==> src/i2c_reg_pkg.sv <==
// I2C register target types
package i2c_reg_pkg;

    // one byte on the bus
    typedef logic [7:0] byte_t;

    // 7-bit target address
    typedef logic [6:0] addr_t;

    // bits per byte minus one
    localparam logic [3:0] BIT_LAST = 4'd7;

    // transfer phases
    typedef enum logic [2:0] {
        ST_IDLE         = 3'd0,
        ST_ADDRESS      = 3'd1,
        ST_ACK          = 3'd2,
        ST_WRITE_SETUP  = 3'd3,
        ST_WRITE_BITS   = 3'd4,
        ST_READ_BITS    = 3'd5,
        ST_READ_RELEASE = 3'd6,
        ST_READ_ACK     = 3'd7
    } target_state_t;

endpackage

==> src/i2c_line_filter.sv <==
// I2C line filter and start/stop detect
`timescale 1ns/1ps

module i2c_line_filter #(
    parameter int FILTER_LEN = 4
) (
    input  logic clk,
    input  logic rst,
    input  logic scl,
    input  logic sda_in,
    output logic scl_level,
    output logic sda_level,
    output logic scl_rise,
    output logic scl_fall,
    output logic start_cond,
    output logic stop_cond
);

    // bit 0 is scl and bit 1 is sda
    logic [1:0] line_pin;
    logic [1:0] line_level;
    logic [1:0] line_last;
    logic [1:0] line_rise;
    logic [1:0] line_fall;

    assign line_pin = {sda_in, scl};

    for (genvar i = 0; i < 2; i++) begin : g_line
        logic [FILTER_LEN-1:0] stages;
        logic                  level_q;
        logic                  last_q;

        always_ff @(posedge clk) begin
            if (rst) begin
                stages  <= '1;
                level_q <= 1'b1;
                last_q  <= 1'b1;
            end else begin
                stages <= {stages[FILTER_LEN-2:0], line_pin[i]};
                // level moves only once every stage agrees
                if (stages == '1) begin
                    level_q <= 1'b1;
                end else if (stages == '0) begin
                    level_q <= 1'b0;
                end
                last_q <= level_q;
            end
        end

        assign line_level[i] = level_q;
        assign line_last[i]  = last_q;
    end

    assign line_rise = line_level & ~line_last;
    assign line_fall = ~line_level & line_last;

    assign scl_level = line_level[0];
    assign sda_level = line_level[1];
    assign scl_rise  = line_rise[0];
    assign scl_fall  = line_fall[0];

    // sda edges while scl is high
    assign start_cond = line_fall[1] & line_level[0];
    assign stop_cond  = line_rise[1] & line_level[0];

endmodule

==> src/i2c_bit_counter.sv <==
// I2C bit counter
`timescale 1ns/1ps

module i2c_bit_counter (
    input  logic clk,
    input  logic rst,
    input  logic cnt_load,
    input  logic cnt_dec,
    output logic cnt_zero
);

    import i2c_reg_pkg::*;

    logic [3:0] count;

    always_ff @(posedge clk) begin
        if (rst) begin
            count <= 4'd0;
        end else if (cnt_load) begin
            count <= BIT_LAST;
        end else if (cnt_dec && count != 4'd0) begin
            count <= count - 4'd1;
        end
    end

    // current bit is the last of the byte
    assign cnt_zero = (count == 4'd0);

endmodule

==> src/i2c_byte_shifter.sv <==
// I2C byte shifter and data register
`timescale 1ns/1ps

module i2c_byte_shifter (
    input  logic               clk,
    input  logic               rst,
    input  logic               sda_level,
    input  logic               shift_in,
    input  logic               shift_out,
    input  logic               load_shift,
    input  logic               commit_write,
    input  logic               drive_ack,
    input  logic               release_sda,
    input  logic               data_latch,
    input  i2c_reg_pkg::byte_t data_in,
    output i2c_reg_pkg::byte_t shift_byte,
    output i2c_reg_pkg::byte_t data_out,
    output logic               sda_o,
    output logic               sda_t
);

    import i2c_reg_pkg::*;

    byte_t shift_reg;
    byte_t data_reg;
    logic  sda_drive;

    // msb first and both directions append the sampled line
    always_ff @(posedge clk) begin
        if (load_shift) begin
            shift_reg <= data_reg;
        end else if (shift_in || shift_out) begin
            shift_reg <= {shift_reg[6:0], sda_level};
        end
    end

    // open-drain drive where low pulls sda down
    always_ff @(posedge clk) begin
        if (rst) begin
            sda_drive <= 1'b1;
        end else if (shift_out) begin
            sda_drive <= shift_reg[7];
        end else if (drive_ack) begin
            sda_drive <= 1'b0;
        end else if (release_sda) begin
            sda_drive <= 1'b1;
        end
    end

    // local latch beats a bus write
    always_ff @(posedge clk) begin
        if (rst) begin
            data_reg <= '0;
        end else if (data_latch) begin
            data_reg <= data_in;
        end else if (commit_write) begin
            data_reg <= {shift_reg[6:0], sda_level};
        end
    end

    assign shift_byte = shift_reg;
    assign data_out   = data_reg;
    assign sda_o      = sda_drive;
    assign sda_t      = sda_drive;

endmodule

==> src/i2c_target_fsm.sv <==
// I2C target transfer FSM
`timescale 1ns/1ps

module i2c_target_fsm #(
    parameter i2c_reg_pkg::addr_t DEV_ADDR = 7'h70
) (
    input  logic               clk,
    input  logic               rst,
    input  logic               scl_rise,
    input  logic               scl_fall,
    input  logic               start_cond,
    input  logic               stop_cond,
    input  logic               sda_level,
    input  logic               cnt_zero,
    input  i2c_reg_pkg::byte_t shift_byte,
    output logic               cnt_load,
    output logic               cnt_dec,
    output logic               shift_in,
    output logic               shift_out,
    output logic               load_shift,
    output logic               commit_write,
    output logic               drive_ack,
    output logic               release_sda
);

    import i2c_reg_pkg::*;

    target_state_t state;
    target_state_t state_next;
    logic          mode_read;
    logic          mode_read_next;

    always_ff @(posedge clk) begin
        if (rst) begin
            state     <= ST_IDLE;
            mode_read <= 1'b0;
        end else begin
            state     <= state_next;
            mode_read <= mode_read_next;
        end
    end

    always_comb begin
        state_next     = state;
        mode_read_next = mode_read;
        cnt_load       = 1'b0;
        cnt_dec        = 1'b0;
        shift_in       = 1'b0;
        shift_out      = 1'b0;
        load_shift     = 1'b0;
        commit_write   = 1'b0;
        drive_ack      = 1'b0;
        release_sda    = 1'b0;

        // start and stop win in any phase
        if (start_cond) begin
            cnt_load    = 1'b1;
            release_sda = 1'b1;
            state_next  = ST_ADDRESS;
        end else if (stop_cond) begin
            release_sda = 1'b1;
            state_next  = ST_IDLE;
        end else begin
            case (state)
                ST_IDLE: begin
                    state_next = ST_IDLE;
                end
                ST_ADDRESS: begin
                    if (scl_rise) begin
                        if (!cnt_zero) begin
                            shift_in = 1'b1;
                            cnt_dec  = 1'b1;
                        end else begin
                            // eighth bit is r/w and the address sits in the low bits
                            mode_read_next = sda_level;
                            if (shift_byte[6:0] == DEV_ADDR) begin
                                state_next = ST_ACK;
                            end else begin
                                state_next = ST_IDLE;
                            end
                        end
                    end
                end
                ST_ACK: begin
                    if (scl_fall) begin
                        drive_ack = 1'b1;
                        cnt_load  = 1'b1;
                        if (mode_read) begin
                            load_shift = 1'b1;
                            state_next = ST_READ_BITS;
                        end else begin
                            state_next = ST_WRITE_SETUP;
                        end
                    end
                end
                ST_WRITE_SETUP: begin
                    // ack bit done
                    if (scl_fall) begin
                        release_sda = 1'b1;
                        state_next  = ST_WRITE_BITS;
                    end
                end
                ST_WRITE_BITS: begin
                    if (scl_rise) begin
                        shift_in = 1'b1;
                        if (!cnt_zero) begin
                            cnt_dec = 1'b1;
                        end else begin
                            commit_write = 1'b1;
                            state_next   = ST_ACK;
                        end
                    end
                end
                ST_READ_BITS: begin
                    if (scl_fall) begin
                        shift_out = 1'b1;
                        if (!cnt_zero) begin
                            cnt_dec = 1'b1;
                        end else begin
                            state_next = ST_READ_RELEASE;
                        end
                    end
                end
                ST_READ_RELEASE: begin
                    // free the line for the controller ack
                    if (scl_fall) begin
                        release_sda = 1'b1;
                        state_next  = ST_READ_ACK;
                    end
                end
                ST_READ_ACK: begin
                    if (scl_rise) begin
                        if (sda_level) begin
                            state_next = ST_IDLE;
                        end else begin
                            cnt_load   = 1'b1;
                            load_shift = 1'b1;
                            state_next = ST_READ_BITS;
                        end
                    end
                end
                default: begin
                    state_next = ST_IDLE;
                end
            endcase
        end
    end

endmodule

==> src/i2c_reg_target.sv <==
// I2C single register target
`timescale 1ns/1ps

module i2c_reg_target #(
    parameter int                 FILTER_LEN = 4,
    parameter i2c_reg_pkg::addr_t DEV_ADDR   = 7'h70
) (
    input  logic               clk,
    input  logic               rst,
    input  logic               scl,
    input  logic               sda_in,
    input  logic               data_latch,
    input  i2c_reg_pkg::byte_t data_in,
    output logic               sda_o,
    output logic               sda_t,
    output i2c_reg_pkg::byte_t data_out
);

    import i2c_reg_pkg::*;

    logic  sda_level;
    logic  scl_rise;
    logic  scl_fall;
    logic  start_cond;
    logic  stop_cond;
    logic  cnt_load;
    logic  cnt_dec;
    logic  cnt_zero;
    logic  shift_in;
    logic  shift_out;
    logic  load_shift;
    logic  commit_write;
    logic  drive_ack;
    logic  release_sda;
    byte_t shift_byte;

    i2c_line_filter #(
        .FILTER_LEN (FILTER_LEN)
    ) i2c_line_filter_inst (
        .clk        (clk),
        .rst        (rst),
        .scl        (scl),
        .sda_in     (sda_in),
        .scl_level  (),
        .sda_level  (sda_level),
        .scl_rise   (scl_rise),
        .scl_fall   (scl_fall),
        .start_cond (start_cond),
        .stop_cond  (stop_cond)
    );

    i2c_target_fsm #(
        .DEV_ADDR (DEV_ADDR)
    ) i2c_target_fsm_inst (
        .clk          (clk),
        .rst          (rst),
        .scl_rise     (scl_rise),
        .scl_fall     (scl_fall),
        .start_cond   (start_cond),
        .stop_cond    (stop_cond),
        .sda_level    (sda_level),
        .cnt_zero     (cnt_zero),
        .shift_byte   (shift_byte),
        .cnt_load     (cnt_load),
        .cnt_dec      (cnt_dec),
        .shift_in     (shift_in),
        .shift_out    (shift_out),
        .load_shift   (load_shift),
        .commit_write (commit_write),
        .drive_ack    (drive_ack),
        .release_sda  (release_sda)
    );

    i2c_bit_counter i2c_bit_counter_inst (
        .clk      (clk),
        .rst      (rst),
        .cnt_load (cnt_load),
        .cnt_dec  (cnt_dec),
        .cnt_zero (cnt_zero)
    );

    i2c_byte_shifter i2c_byte_shifter_inst (
        .clk          (clk),
        .rst          (rst),
        .sda_level    (sda_level),
        .shift_in     (shift_in),
        .shift_out    (shift_out),
        .load_shift   (load_shift),
        .commit_write (commit_write),
        .drive_ack    (drive_ack),
        .release_sda  (release_sda),
        .data_latch   (data_latch),
        .data_in      (data_in),
        .shift_byte   (shift_byte),
        .data_out     (data_out),
        .sda_o        (sda_o),
        .sda_t        (sda_t)
    );

endmodule

==> config.mk <==
export PLATFORM = sky130hd
export DESIGN_NAME = i2c_reg_target
export DESIGN_NICKNAME = d
export VERILOG_FILES = /design/src/i2c_reg_pkg.sv /design/src/i2c_line_filter.sv /design/src/i2c_bit_counter.sv /design/src/i2c_byte_shifter.sv /design/src/i2c_target_fsm.sv /design/src/i2c_reg_target.sv
export SDC_FILE = /design/constraint.sdc
export NUM_CORES = 1
export LEC_CHECK = 0
export ABC_AREA = 1
export BUFFER_PORTS_ARGS = -buffer_cell sky130_fd_sc_hd__buf_2
export CAP_MARGIN = 20
export CORE_MARGIN = 10
export CORE_UTILIZATION = 45
export CTS_BUF_LIST = sky130_fd_sc_hd__clkbuf_8
export DETAILED_ROUTE_END_ITERATION = 10
export HOLD_SLACK_MARGIN = 0.02
export PLACE_DENSITY = 0.61
export SYNTH_ARGS = -nofsm -noshare
export SYNTH_HDL_FRONTEND = slang
export SYNTH_SLANG_ARGS = --single-unit
==> constraint.sdc <==
create_clock -name clk -period 4.3 [get_ports clk]
set_clock_uncertainty 0.2 [all_clocks]
set_input_delay 0.215 -clock clk [delete_from_list [all_inputs] [get_ports clk]]
set_output_delay 0.215 -clock clk [all_outputs]
set_load 0.02 [all_outputs]
# Yosys cells after proc, flatten, opt, wreduce, memory -nomap -nowiden
# Cells that the tools add are included.
# word_totals
regBits	37
inputBits	13
# op_classes
n_addsub	1
n_eq_ne	30
n_mux	60
n_bitwise	8
n_reduce_logical	20
# ops
op	count
2-to-1 mux 3 bit	14
2-to-1 mux 1 bit	36
2-to-1 mux 8 bit	4
inequality test 4 bit, second input constant	7
case mux 3 bit (8 select lines)	1
AND reduction 10 bit	2
inequality test 2 bit, second input constant	7
equality test 3 bit, second input constant	4
zero test 4 bit	3
inequality test 4 x 3 -> 1 bit, second input constant	3
OR reduction 2 bit	5
equality test 4 bit, second input constant	2
case mux 1 bit (2 select lines)	4
equality test 7 bit, second input constant	1
equality test 3 x 2 -> 1 bit, second input constant	2
inequality test 2 x 1 -> 1 bit, second input constant	3
nonzero test 2 bit	3
AND reduction 5 bit	1
AND 2 bit	2
NOT 2 bit	2
nonzero test 4 bit	1
subtractor 4 x 1 -> 4 bit, second input constant	1
equality test 3 x 1 -> 1 bit, second input constant	1
zero test 3 bit	1
7 further kinds	9

# Depth between registers and ports, before layout
# Gate-level depths: netlist of the first run.
# logic_depth
ltp_word	9
ltp_mapped	11
mapped_depth_nobuf	11

# Hierarchy
# Synthesis of the first run repeated with hierarchy kept, for this count alone.
# unflattened
cells_unflattened	285
area_unflattened_um2	1991.9
# modules_own_cells
mod	instances	cells_each	area_per_inst_um2
i2c_byte_shifter	1	103	798.3
i2c_target_fsm	1	91	520.5
i2c_line_filter	1	50	411.6
i2c_bit_counter	1	41	261.5

# Worst setup path after synthesis of the first run
# Ideal clock, no wire load.
# synth_timing
path_type	reg-to-reg
from	register i2c_target_fsm_inst.state[2]
to	register i2c_byte_shifter_inst.shift_reg[0] (netlist: i2c_byte_shifter_inst.shift_byte[0]) (enable)
setup_ps	337
arrival_ps	1319
required_ps	3763
setup_slack_ps	2444
stages_incl_launch_ff	10
path_buffers	2
cell_sequence	dfxtp_1 -> buf_6 -> clkinv_4 -> nand2_2 -> nor2_2 -> nand2_2 -> o21ai_4 -> nand2_4 -> buf_6 -> nand3_1
# synth_via
elab_chain_len	6
# synth_lines
element	line_no	rtl
start: declaration	i2c_target_fsm.sv:28	target_state_t state;
start signal: assignment	i2c_target_fsm.sv:38	state <= state_next;
equality test 3 bit / equality test 3 x 1 -> 1 bit (equally long branches)	i2c_target_fsm.sv:64	case (state)
case mux 1 bit (2 select lines) / 2-to-1 mux 1 bit (equally long branches)	i2c_target_fsm.sv:64	
2-to-1 mux 1 bit	i2c_target_fsm.sv:60	end else if (stop_cond) begin
2-to-1 mux 1 bit	i2c_target_fsm.sv:56	if (start_cond) begin
logical OR 1 bit	i2c_byte_shifter.sv:32	end else if (shift_in || shift_out) begin
nonzero test 2 bit (no line) (*)	n/a	
end signal: assignment	i2c_byte_shifter.sv:31	shift_reg <= data_reg;
end signal: assignment	i2c_byte_shifter.sv:33	shift_reg <= {shift_reg[6:0], sda_level};
end: declaration	i2c_byte_shifter.sv:24	byte_t shift_reg;
# Every way passes the cells marked *; elsewhere a longest branch is shown, timed or not.
# A chain may end at the register's enable or synchronous reset.

# Worst setup path after layout of the first run
# layout_timing
from	register i2c_target_fsm_inst.state[2]
to	register i2c_byte_shifter_inst.shift_reg[1] (netlist: i2c_byte_shifter_inst.shift_byte[1]) (enable)
# The elaborated chain is that of the path after synthesis.

==> results of run 1 <==
-- flip-flops by register name, summed over array words and instances (netlist names) --
| name | flops |
|---|---|
| i2c_byte_shifter_inst.data_out | 8 |
| i2c_byte_shifter_inst.shift_byte | 8 |
| i2c_line_filter_inst.g_line.stages | 8 |
| i2c_bit_counter_inst.count | 4 |
| i2c_target_fsm_inst.state | 3 |
| i2c_line_filter_inst.g_line.last_q | 2 |
| i2c_byte_shifter_inst.sda_o | 1 |
| i2c_line_filter_inst.scl_level | 1 |
| i2c_line_filter_inst.sda_level | 1 |
| i2c_target_fsm_inst.mode_read | 1 |
-- cell usage after synthesis --
master | instances | share of area
nand2_1 | 61 | 0.12
dfxtp_1 | 29 | 0.30
inv_1 | 26 | 0.050
nand3_1 | 26 | 0.067
nor2_1 | 22 | 0.043
o21ai_0 | 15 | 0.039
a21oi_1 | 14 | 0.036
edfxtp_1 | 8 | 0.12
or2_2 | 8 | 0.026
nand2_2 | 6 | 0.019
nor2_2 | 6 | 0.019
a21oi_2 | 5 | 0.023
inv_2 | 4 | 0.0077
clkbuf_1 | 3 | 0.0058
nand4_1 | 3 | 0.0097
a41oi_1 | 2 | 0.0090
buf_4 | 2 | 0.0077
buf_6 | 2 | 0.012
clkinv_1 | 2 | 0.0039
nand2_4 | 2 | 0.012
nor3_1 | 2 | 0.0052
nor4_1 | 2 | 0.0065
o21ai_2 | 2 | 0.0090
xnor2_1 | 2 | 0.0090
a31oi_1 | 1 | 0.0032
and2_1 | 1 | 0.0032
clkinv_4 | 1 | 0.0045
ha_1 | 1 | 0.0065
nand3_2 | 1 | 0.0052
nand3_4 | 1 | 0.0090
o21ai_4 | 1 | 0.0084
-- worst reg2reg max path: cells and delay by family, from the launching register on --
family          cells  cell delay, ns
simple gates        4            0.79
compound gates      1            0.09
flops               1            0.53
buf+inv             1            0.16
-- metrics by stage --
stage | total power, mW | cells
2_1_floorplan | 0.5655 | 261
3_5_place_dp | 0.6046 | 326
5_1_grt | 0.9760 | 336
4_1_cts | 0.9188 | 336
6_report | 0.9170 | 336
3_3_place_gp | 0.6127 | 326
-- worst min path at each step --
stage | endpoint | cells after the start | start
after floorplan | i2c_line_filter_inst.g_line[0].stages[0] | 1 | scl
after global placement | i2c_line_filter_inst.g_line[0].stages[0] | 2 | scl
after global routing | i2c_byte_shifter_inst.data_out[4] | 5 | data_in[4]
after detailed placement | i2c_line_filter_inst.g_line[0].stages[0] | 2 | scl
after CTS | i2c_byte_shifter_inst.data_out[4] | 5 | data_in[4]
final | i2c_byte_shifter_inst.data_out[4] | 5 | data_in[4]
-- metal layers --
layer,wire length [µm],vias up,global-route usage
met4,32,0,0.03892
met5,0,-,0
met1,2037,752,0.1522
li1,-,897,-
met3,235,4,0.03784
met2,1915,29,0.1907
-- area by class of cell --
type / instances / area [µm²] / area share
timing repair buffer: 24 / 130.1 / 0.05909
clock inverter: 2 / 36.28 / 0.01648
sequential: 37 / 820.8 / 0.3727
tap: 50 / 62.56 / 0.02841
inverter: 33 / 128.9 / 0.05852
clock buffer: 6 / 82.58 / 0.03750
multi-input combinational: 184 / 940.9 / 0.4273
-- what timing repair did --
action | in CTS | in global routing
setup endpoints to repair | 0 | 0
endpoints found under the hold margin | 2 | 0
hold buffers | 2 | 0
-- where the power goes --
part / internal [mW] / leakage (nW) / total (mW) / switching [mW]
Combinational: 0.0699 / 0.628 / 0.202 / 0.132
Clock: 0.189 / 0.0617 / 0.317 / 0.127
Sequential: 0.371 / 0.312 / 0.399 / 0.0279
Total: 0.630 / 1.00 / 0.917 / 0.287
-- logic make-up (layout without fill, tap and decap cells) --
kind of cell             count (synthesis)  count (layout)
AND/OR/NAND/NOR                        141             141
AO/OA/AOI/OAI                           40              40
buffers and inverters                   40              65
flip-flops                              37              37
XOR/XNOR                                 2               2
adder cells (fa/ha/maj)                  1               1
==> flow_metrics.tcl, run 1 <==
set metrics [dict create \
    synth_compound_area_frac 0.1271 \
    cts_inserted_buffers 5 \
    io_pins 23 \
    synth.distinct_cells 31 \
    hpwl_um 3110 \
    arrival_ns 1.85 \
    worst_pin_slew_ns 0.3800 \
    startpoint_type "flip-flop" \
    cts_tree "built" \
    whs_ns 0.06296 \
    antenna_cells 0 \
    p_leak_nw 1.002 \
    finalSetupTns_ns 0 \
    postPlaceCellArea_um2 2063 \
    crit_family "simple AND/OR/NAND/NOR gates" \
    rrSetupSlack_ns 2.21 \
    antenna_found_initial 0 \
    cts.clk_slew.worst_paths_ns 0.08 \
    gp_congestion 0.9269 \
    slew-limit-headroom 0.7458 \
    drt.antenna.violating_nets 0 \
    dieWidth_um 85.65 \
    area_growth_pct 13.55 \
    fillers 396 \
    yosysSeqAreaShare 0.4232 \
    drv_slew 0 \
    fin_area_um2 2202 \
    final_common_cell "nand2_1" \
    overflow 0 \
    post-place-ws_ns 2.242 \
    required_ns 4.06 \
    finalCritPeriodShare 0.4870 \
    drc_errors 0 \
    cp_cell_sequence "clkinv_4 -> nor2_2 -> nand2_2 -> o21ai_4 -> nand2_4 -> nand3_1" \
    cts_resized 0 \
    h-tree-depth 2 \
    yosys.area_share.simple 0.3426 \
    synth_top_family_by_area "simple AND/OR/NAND/NOR gates" \
    synth_cells 261 \
    max_stage_delay_ns 0.53 \
    worstSetupEndpointType "flip-flop" \
    worst_slack_ns 2.206 \
    r2r-end "i2c_byte_shifter_inst.shift_byte[1]" \
    slowest_stage "dfxtp_1" \
    cts_setup_buffers 0 \
    ys_warn_count 0 \
    status "completed" \
    die_area_um2 7336 \
    crit_fanout 15 \
    maxCapViolations 0 \
    synth-xor-area-share 0.009032 \
    drt-initial-drc-count 125 \
    cp-endpoint "i2c_byte_shifter_inst.shift_byte[1]" \
    ir_drop_mv 0.2375 \
    synth.area.mux_share 0 \
    critPathLaunch "i2c_target_fsm_inst.state[2]" \
    cts_buffer_depth 2 \
    nets 299 \
    drt-total-wl_um 4220 \
    rsz0062_at_grt "false" \
    post-route-util 0.5389 \
    worstHoldPathType "primary input to flip-flop" \
    finalHoldViolCount 0 \
    viasPerCell 5.006 \
    grt_max_degree 22 \
    synth_fp_nets 275 \
    syn_avg_cell_area_um2 7.430 \
    die_h_um 85.65 \
    grt_pass1_vias 1680 \
    vias 1682 \
    rr_startpoint "i2c_target_fsm_inst.state[2]" \
    worst-setup-path-type "flip-flop to flip-flop" \
    reg2reg_depth 6 \
    core_area_um2 4086 \
    setup_violations 0 \
    final_cell_mix "nand2_1, dfxtp_1, inv_1, nand3_1" \
    path_buf_inv 1 \
    num_rows 23 \
    grtUsageTotal 0.1209 \
    netlist_area_um2 1939 \
    clock_latency_ns 0.29 \
    drive_gt1_frac 0.2343 \
    wl_per_cell_um 12.56 \
    clock_sinks 37 \
    synth-seq-cells 37 \
    first_pass_iters 4 \
    grt_pass1_wl_um 7514 \
    cts_root_buffer "clkbuf_8" \
    power.density_nw_per_um2 416.4 \
    initial_core_util 0.4746 \
    io_buffers 22 \
    crit_cells 6 \
    synth-adder-area-share 0.006452 \
    fmax_mhz 477.5 \
    finalCriticalPeriod_ns 2.094 \
]
Note: power is estimated with default switching activity, not from simulation.
==> run 2, diff against run 1 <==
Clock period 4.3 ns to 2.02 ns, I/O delays scaled along.
==> flow_metrics.tcl, run 2 (same netlist as run 1, synthesis figures left out) <==
set metrics [dict create \
    use_met3 0.03690 \
    viasPerCell 4.920 \
    slowest_stage "dfxtp_1" \
    grtUsageMet1 0.1531 \
    die_h_um 85.65 \
    setup_violations 0 \
    worst-setup-path-type "flip-flop to flip-flop" \
    overflow 0 \
    fillers 423 \
    vias 1717 \
    die_area_um2 7336 \
    drt-total-wl_um 4423 \
    worstHoldPathType "primary input to flip-flop" \
    drt-initial-drc-count 132 \
    max_stage_delay_ns 0.51 \
    io_pins 23 \
    slew-limit-headroom 0.7318 \
    cts_inserted_buffers 5 \
    grtUsageTotal 0.1282 \
    startpoint_type "flip-flop" \
    grtUsageMet2 0.2166 \
    io_buffers 22 \
    finalSetupTns_ns 0 \
    hpwl_um 3229 \
    drive_gt1_frac 0.2441 \
    num_rows 23 \
    p_leak_nw 1.055 \
    status "completed" \
    initial_core_util 0.4746 \
    drv_slew 0 \
    cts_root_buffer "clkbuf_8" \
    whs_ns 0.03499 \
    fmax_mhz 533.8 \
    clock_latency_ns 0.28 \
    arrival_ns 1.72 \
    crit_family "simple AND/OR/NAND/NOR gates" \
    cts_buffer_depth 2 \
    grt_pass1_vias 1742 \
    antenna_cells 0 \
    worstSetupEndpointType "flip-flop" \
    cts_tree "built" \
    drt.antenna.violating_nets 0 \
    postPlaceCellArea_um2 2101 \
    finalHoldViolCount 0 \
    cts.clk_slew.worst_paths_ns 0.08 \
    first_pass_iters 4 \
    maxCapViolations 0 \
    grt_max_degree 22 \
    drc_errors 0 \
    area_growth_pct 18.52 \
    grt_pass1_wl_um 7852 \
    h-tree-depth 2 \
    p_total_mw 1.822 \
    finalCriticalPeriod_ns 1.873 \
    final_cell_mix "nand2_1, dfxtp_1, inv_1, nand3_1" \
    rsz0062_at_grt "false" \
    wl_per_cell_um 12.67 \
    path_buf_inv 1 \
    cp_cell_sequence "nand2_1 -> nor2_2 -> nand2_2 -> o21ai_4 -> nand2_4 -> buf_4 -> nor2_1 -> a21oi_2" \
    core_area_um2 4086 \
    nets 312 \
    power.density_nw_per_um2 792.7 \
    ir_drop_mv 0.4076 \
    clock_sinks 37 \
    antenna_found_initial 0 \
    fin_area_um2 2298 \
    crit_fanout 14 \
    gp_congestion 0.8484 \
    required_ns 1.86 \
    dieWidth_um 85.65 \
    final_common_cell "nand2_1" \
    finalCritPeriodShare 0.9274 \
    grt.busiest_layer "met2" \
    worst_pin_slew_ns 0.4023 \
]
run 2: cell count changes in the layout (fill, tap and decap cells not counted):
cell | before | now
clkinv_4 | 1 | 2
nand3_2 | 1 | 2
inv_6 | 0 | 1
buf_4 | 0 | 5
bufinv_16 | 1 | 0
nand3_1 | 26 | 25
clkbuf_8 | 6 | 5
dlygate4sd3_1 | 2 | 10
run 2: layout make-up:
type	instances	area [µm²]	share of cell area
clock buffers	5	68.82	0.02994
clock inverters	3	23.77	0.01034
inverters	33	128.9	0.05607
multi-input cells	184	945.9	0.4115
flip-flops and latches	37	820.8	0.3571
well taps	50	62.56	0.02722
repair buffers	37	247.7	0.1078
run 2: layer usage:
| metal | part of all wire | vias up |
|---|---|---|
| met5 | 0 | - |
| met4 | 0.013 | 0 |
| met3 | 0.032 | 6 |
| met2 | 0.47 | 25 |
| met1 | 0.49 | 770 |
| li1 | - | 916 |
run 2: power breakdown:
group / switching, mW / internal (mW) / total [mW]
registers: 0.0553 / 0.790 / 0.845
logic: 0.281 / 0.163 / 0.445
clock network: 0.282 / 0.250 / 0.532
run 2: path summary, 6_finish.rpt:
path | slack, ns | from | cells past startpoint | end
max | 0.15 | i2c_target_fsm_inst.state[0] | 8 | i2c_byte_shifter_inst.shift_byte[7]
min | 0.03 | rst | 2 | i2c_bit_counter_inst.count[2]
max reg2reg | 0.15 | i2c_target_fsm_inst.state[0] | 8 | i2c_byte_shifter_inst.shift_byte[7]
min reg2reg | 0.27 | i2c_line_filter_inst.g_line[0].stages[0] | 1 | i2c_line_filter_inst.g_line[0].stages[1]
run 2: metrics by stage:
| step | utilization | worst slack (ns) | std cells |
|---|---|---|---|
| global route | 0.5625 | 0.03190 | 349 |
| CTS | 0.5612 | 0.08477 | 349 |
| detailed placement | 0.5141 | 0.09191 | 331 |
| finish | 0.5625 | 0.1466 | 349 |
| global placement | 0.5141 | 0.1398 | 331 |
| floorplan | - | 0.1643 | 261 |
run 2: repair_timing:
item                       in CTS  in global routing
setup buffers                   0                  0
hold endpoints to repair       10                  0
hold buffers                   10                  0
resized for setup               0                  1
setup endpoints to repair       0                  8
==> run 3, diff against run 2 <==
Settings changed: RECOVER_POWER set to 100.
==> flow_metrics.tcl, run 3 (same netlist as run 1, synthesis figures left out) <==
set metrics [dict create \
    finalCriticalPeriod_ns 1.877 \
    core_area_um2 4086 \
    combPwrFrac 0.242 \
    slew-limit-headroom 0.7322 \
    cp_cell_sequence "nand2_1 -> nor2_2 -> nand2_2 -> o21ai_2 -> nand2_4 -> buf_4 -> nor2_1 -> a21oi_2" \
    drt-initial-drc-count 139 \
    power.density_nw_per_um2 803.5 \
    worstHoldPathType "primary input to flip-flop" \
    clock_power_share 0.293 \
    grt_max_degree 22 \
    antenna_found_initial 0 \
    antenna_cells 0 \
    drc_errors 0 \
    finalHoldViolCount 0 \
    fillers 439 \
    final_cells 349 \
    drv_slew 0 \
    cts.clk_slew.worst_paths_ns 0.08 \
    initial_core_util 0.4746 \
    num_rows 23 \
    cts_root_buffer "clkbuf_8" \
    ir_drop_mv 0.3978 \
    slowest_stage "dfxtp_1" \
    drt.antenna.violating_nets 0 \
    crit_fanout 14 \
    required_ns 1.86 \
    rrSetupSlack_ns 0.14 \
    finalSetupTns_ns 0 \
    maxCapViolations 0 \
    fin_area_um2 2257 \
    status "completed" \
    dieWidth_um 85.65 \
    hpwl_um 3229 \
    io_pins 23 \
    overflow 0 \
    h-tree-depth 2 \
    final_cell_mix "nand2_1, dfxtp_1, inv_1, nand3_1, nor2_1" \
    drt-total-wl_um 4406 \
    postPlaceCellArea_um2 2101 \
    nets 312 \
    cts_tree "built" \
    p_int_mw 1.199 \
    grt_pass1_wl_um 7852 \
    switchingPower_mw 0.6141 \
    arrival_ns 1.72 \
    grt_pass1_vias 1742 \
    final_common_cell "nand2_1" \
    place_inst 331 \
    p_leak_nw 1.018 \
    gp_congestion 0.8484 \
    grtUsageTotal 0.1282 \
    setup_violations 0 \
    viasPerCell 4.980 \
    clock_sinks 37 \
    io_buffers 22 \
    die_h_um 85.65 \
    clock_latency_ns 0.28 \
    cts_buffer_depth 2 \
    wl_per_cell_um 12.62 \
    pwr-share-seq 0.465 \
    max_stage_delay_ns 0.51 \
    rsz0062_at_grt "false" \
    fmax_mhz 532.7 \
    finalCritPeriodShare 0.9293 \
    vias 1738 \
    cts_inserted_buffers 5 \
    drive_gt1_frac 0.1940 \
    die_area_um2 7336 \
    worst-setup-path-type "flip-flop to flip-flop" \
    worstSetupEndpointType "flip-flop" \
    first_pass_iters 5 \
    area_growth_pct 16.39 \
    worst_pin_slew_ns 0.4017 \
    power.share.switching 0.3386 \
    startpoint_type "flip-flop" \
]
-- run 3: cell count changes in the layout (fill, tap and decap cells not counted), moves of 2 or more --
cell      before  now
buf_2         22   12
inv_1         26   28
inv_2          4    2
clkbuf_1       0   11
nand2_1       61   63
-- run 3: critical path, delay by kind of cell (launching register included) --
| family | cells | cell delay (ns) |
|---|---|---|
| AO/OA/AOI/OAI | 2 | 0.14 |
| AND/OR/NAND/NOR | 5 | 0.59 |
| buffers and inverters | 1 | 0.20 |
| flip-flops | 1 | 0.51 |
-- run 3: repair_timing --
action                                 CTS  global route
setup endpoints to repair                0             8
resized for setup                        0             1
setup buffers                            0             0
hold buffers                            10             0
endpoints found under the hold margin   10             0
-- run 3: power by group through the flow --
stage | registers, mW | clock network, mW | logic [mW]
global route | 0.850 | 0.588 | 0.526
floorplan | 0.843 | 0 | 0.361
finish | 0.844 | 0.532 | 0.438
CTS | 0.845 | 0.553 | 0.443
detailed placement | 0.862 | 0 | 0.426
global placement | 0.860 | 0 | 0.429
-- run 3: final timing paths --
kind / from / end / cells after the start
setup reg to reg: i2c_target_fsm_inst.state[0] / i2c_byte_shifter_inst.shift_byte[7] / 8
hold / removal: rst / i2c_byte_shifter_inst.data_out[1] / 2
hold reg to reg: i2c_line_filter_inst.g_line[0].stages[0] / i2c_line_filter_inst.g_line[0].stages[1] / 1
setup / recovery: i2c_target_fsm_inst.state[0] / i2c_byte_shifter_inst.shift_byte[7] / 8
-- run 3: per-stage QoR --
step	hold WS, ns	utilization	setup WS (ns)	total power, mW
3_5_place_dp	0.09142	0.5141	0.09191	1.288
2_1_floorplan	0.004811	-	0.1643	1.204
4_1_cts	0.03186	0.5612	0.08477	1.841
6_report	0.03454	0.5524	0.1428	1.814
5_1_grt	0.03236	0.5524	0.02469	1.964
3_3_place_gp	0.08332	0.5141	0.1398	1.289
-- run 3: layout make-up --
cell class	count	area (µm²)	area share
clock buffers	5	68.82	0.03049
clock inverters	3	23.77	0.01053
inverters	33	128.9	0.05710
multi-input cells	184	920.9	0.4080
flip-flops and latches	37	820.8	0.3636
well taps	50	62.56	0.02772
repair buffers	37	231.5	0.1026
-- run 3: layer usage --
| layer | global-route usage | share of wire |
|---|---|---|
| met4 | 0.03743 | 0.013 |
| met3 | 0.03690 | 0.042 |
| met2 | 0.2166 | 0.47 |
| met1 | 0.1531 | 0.47 |
| met5 | 0 | 0 |
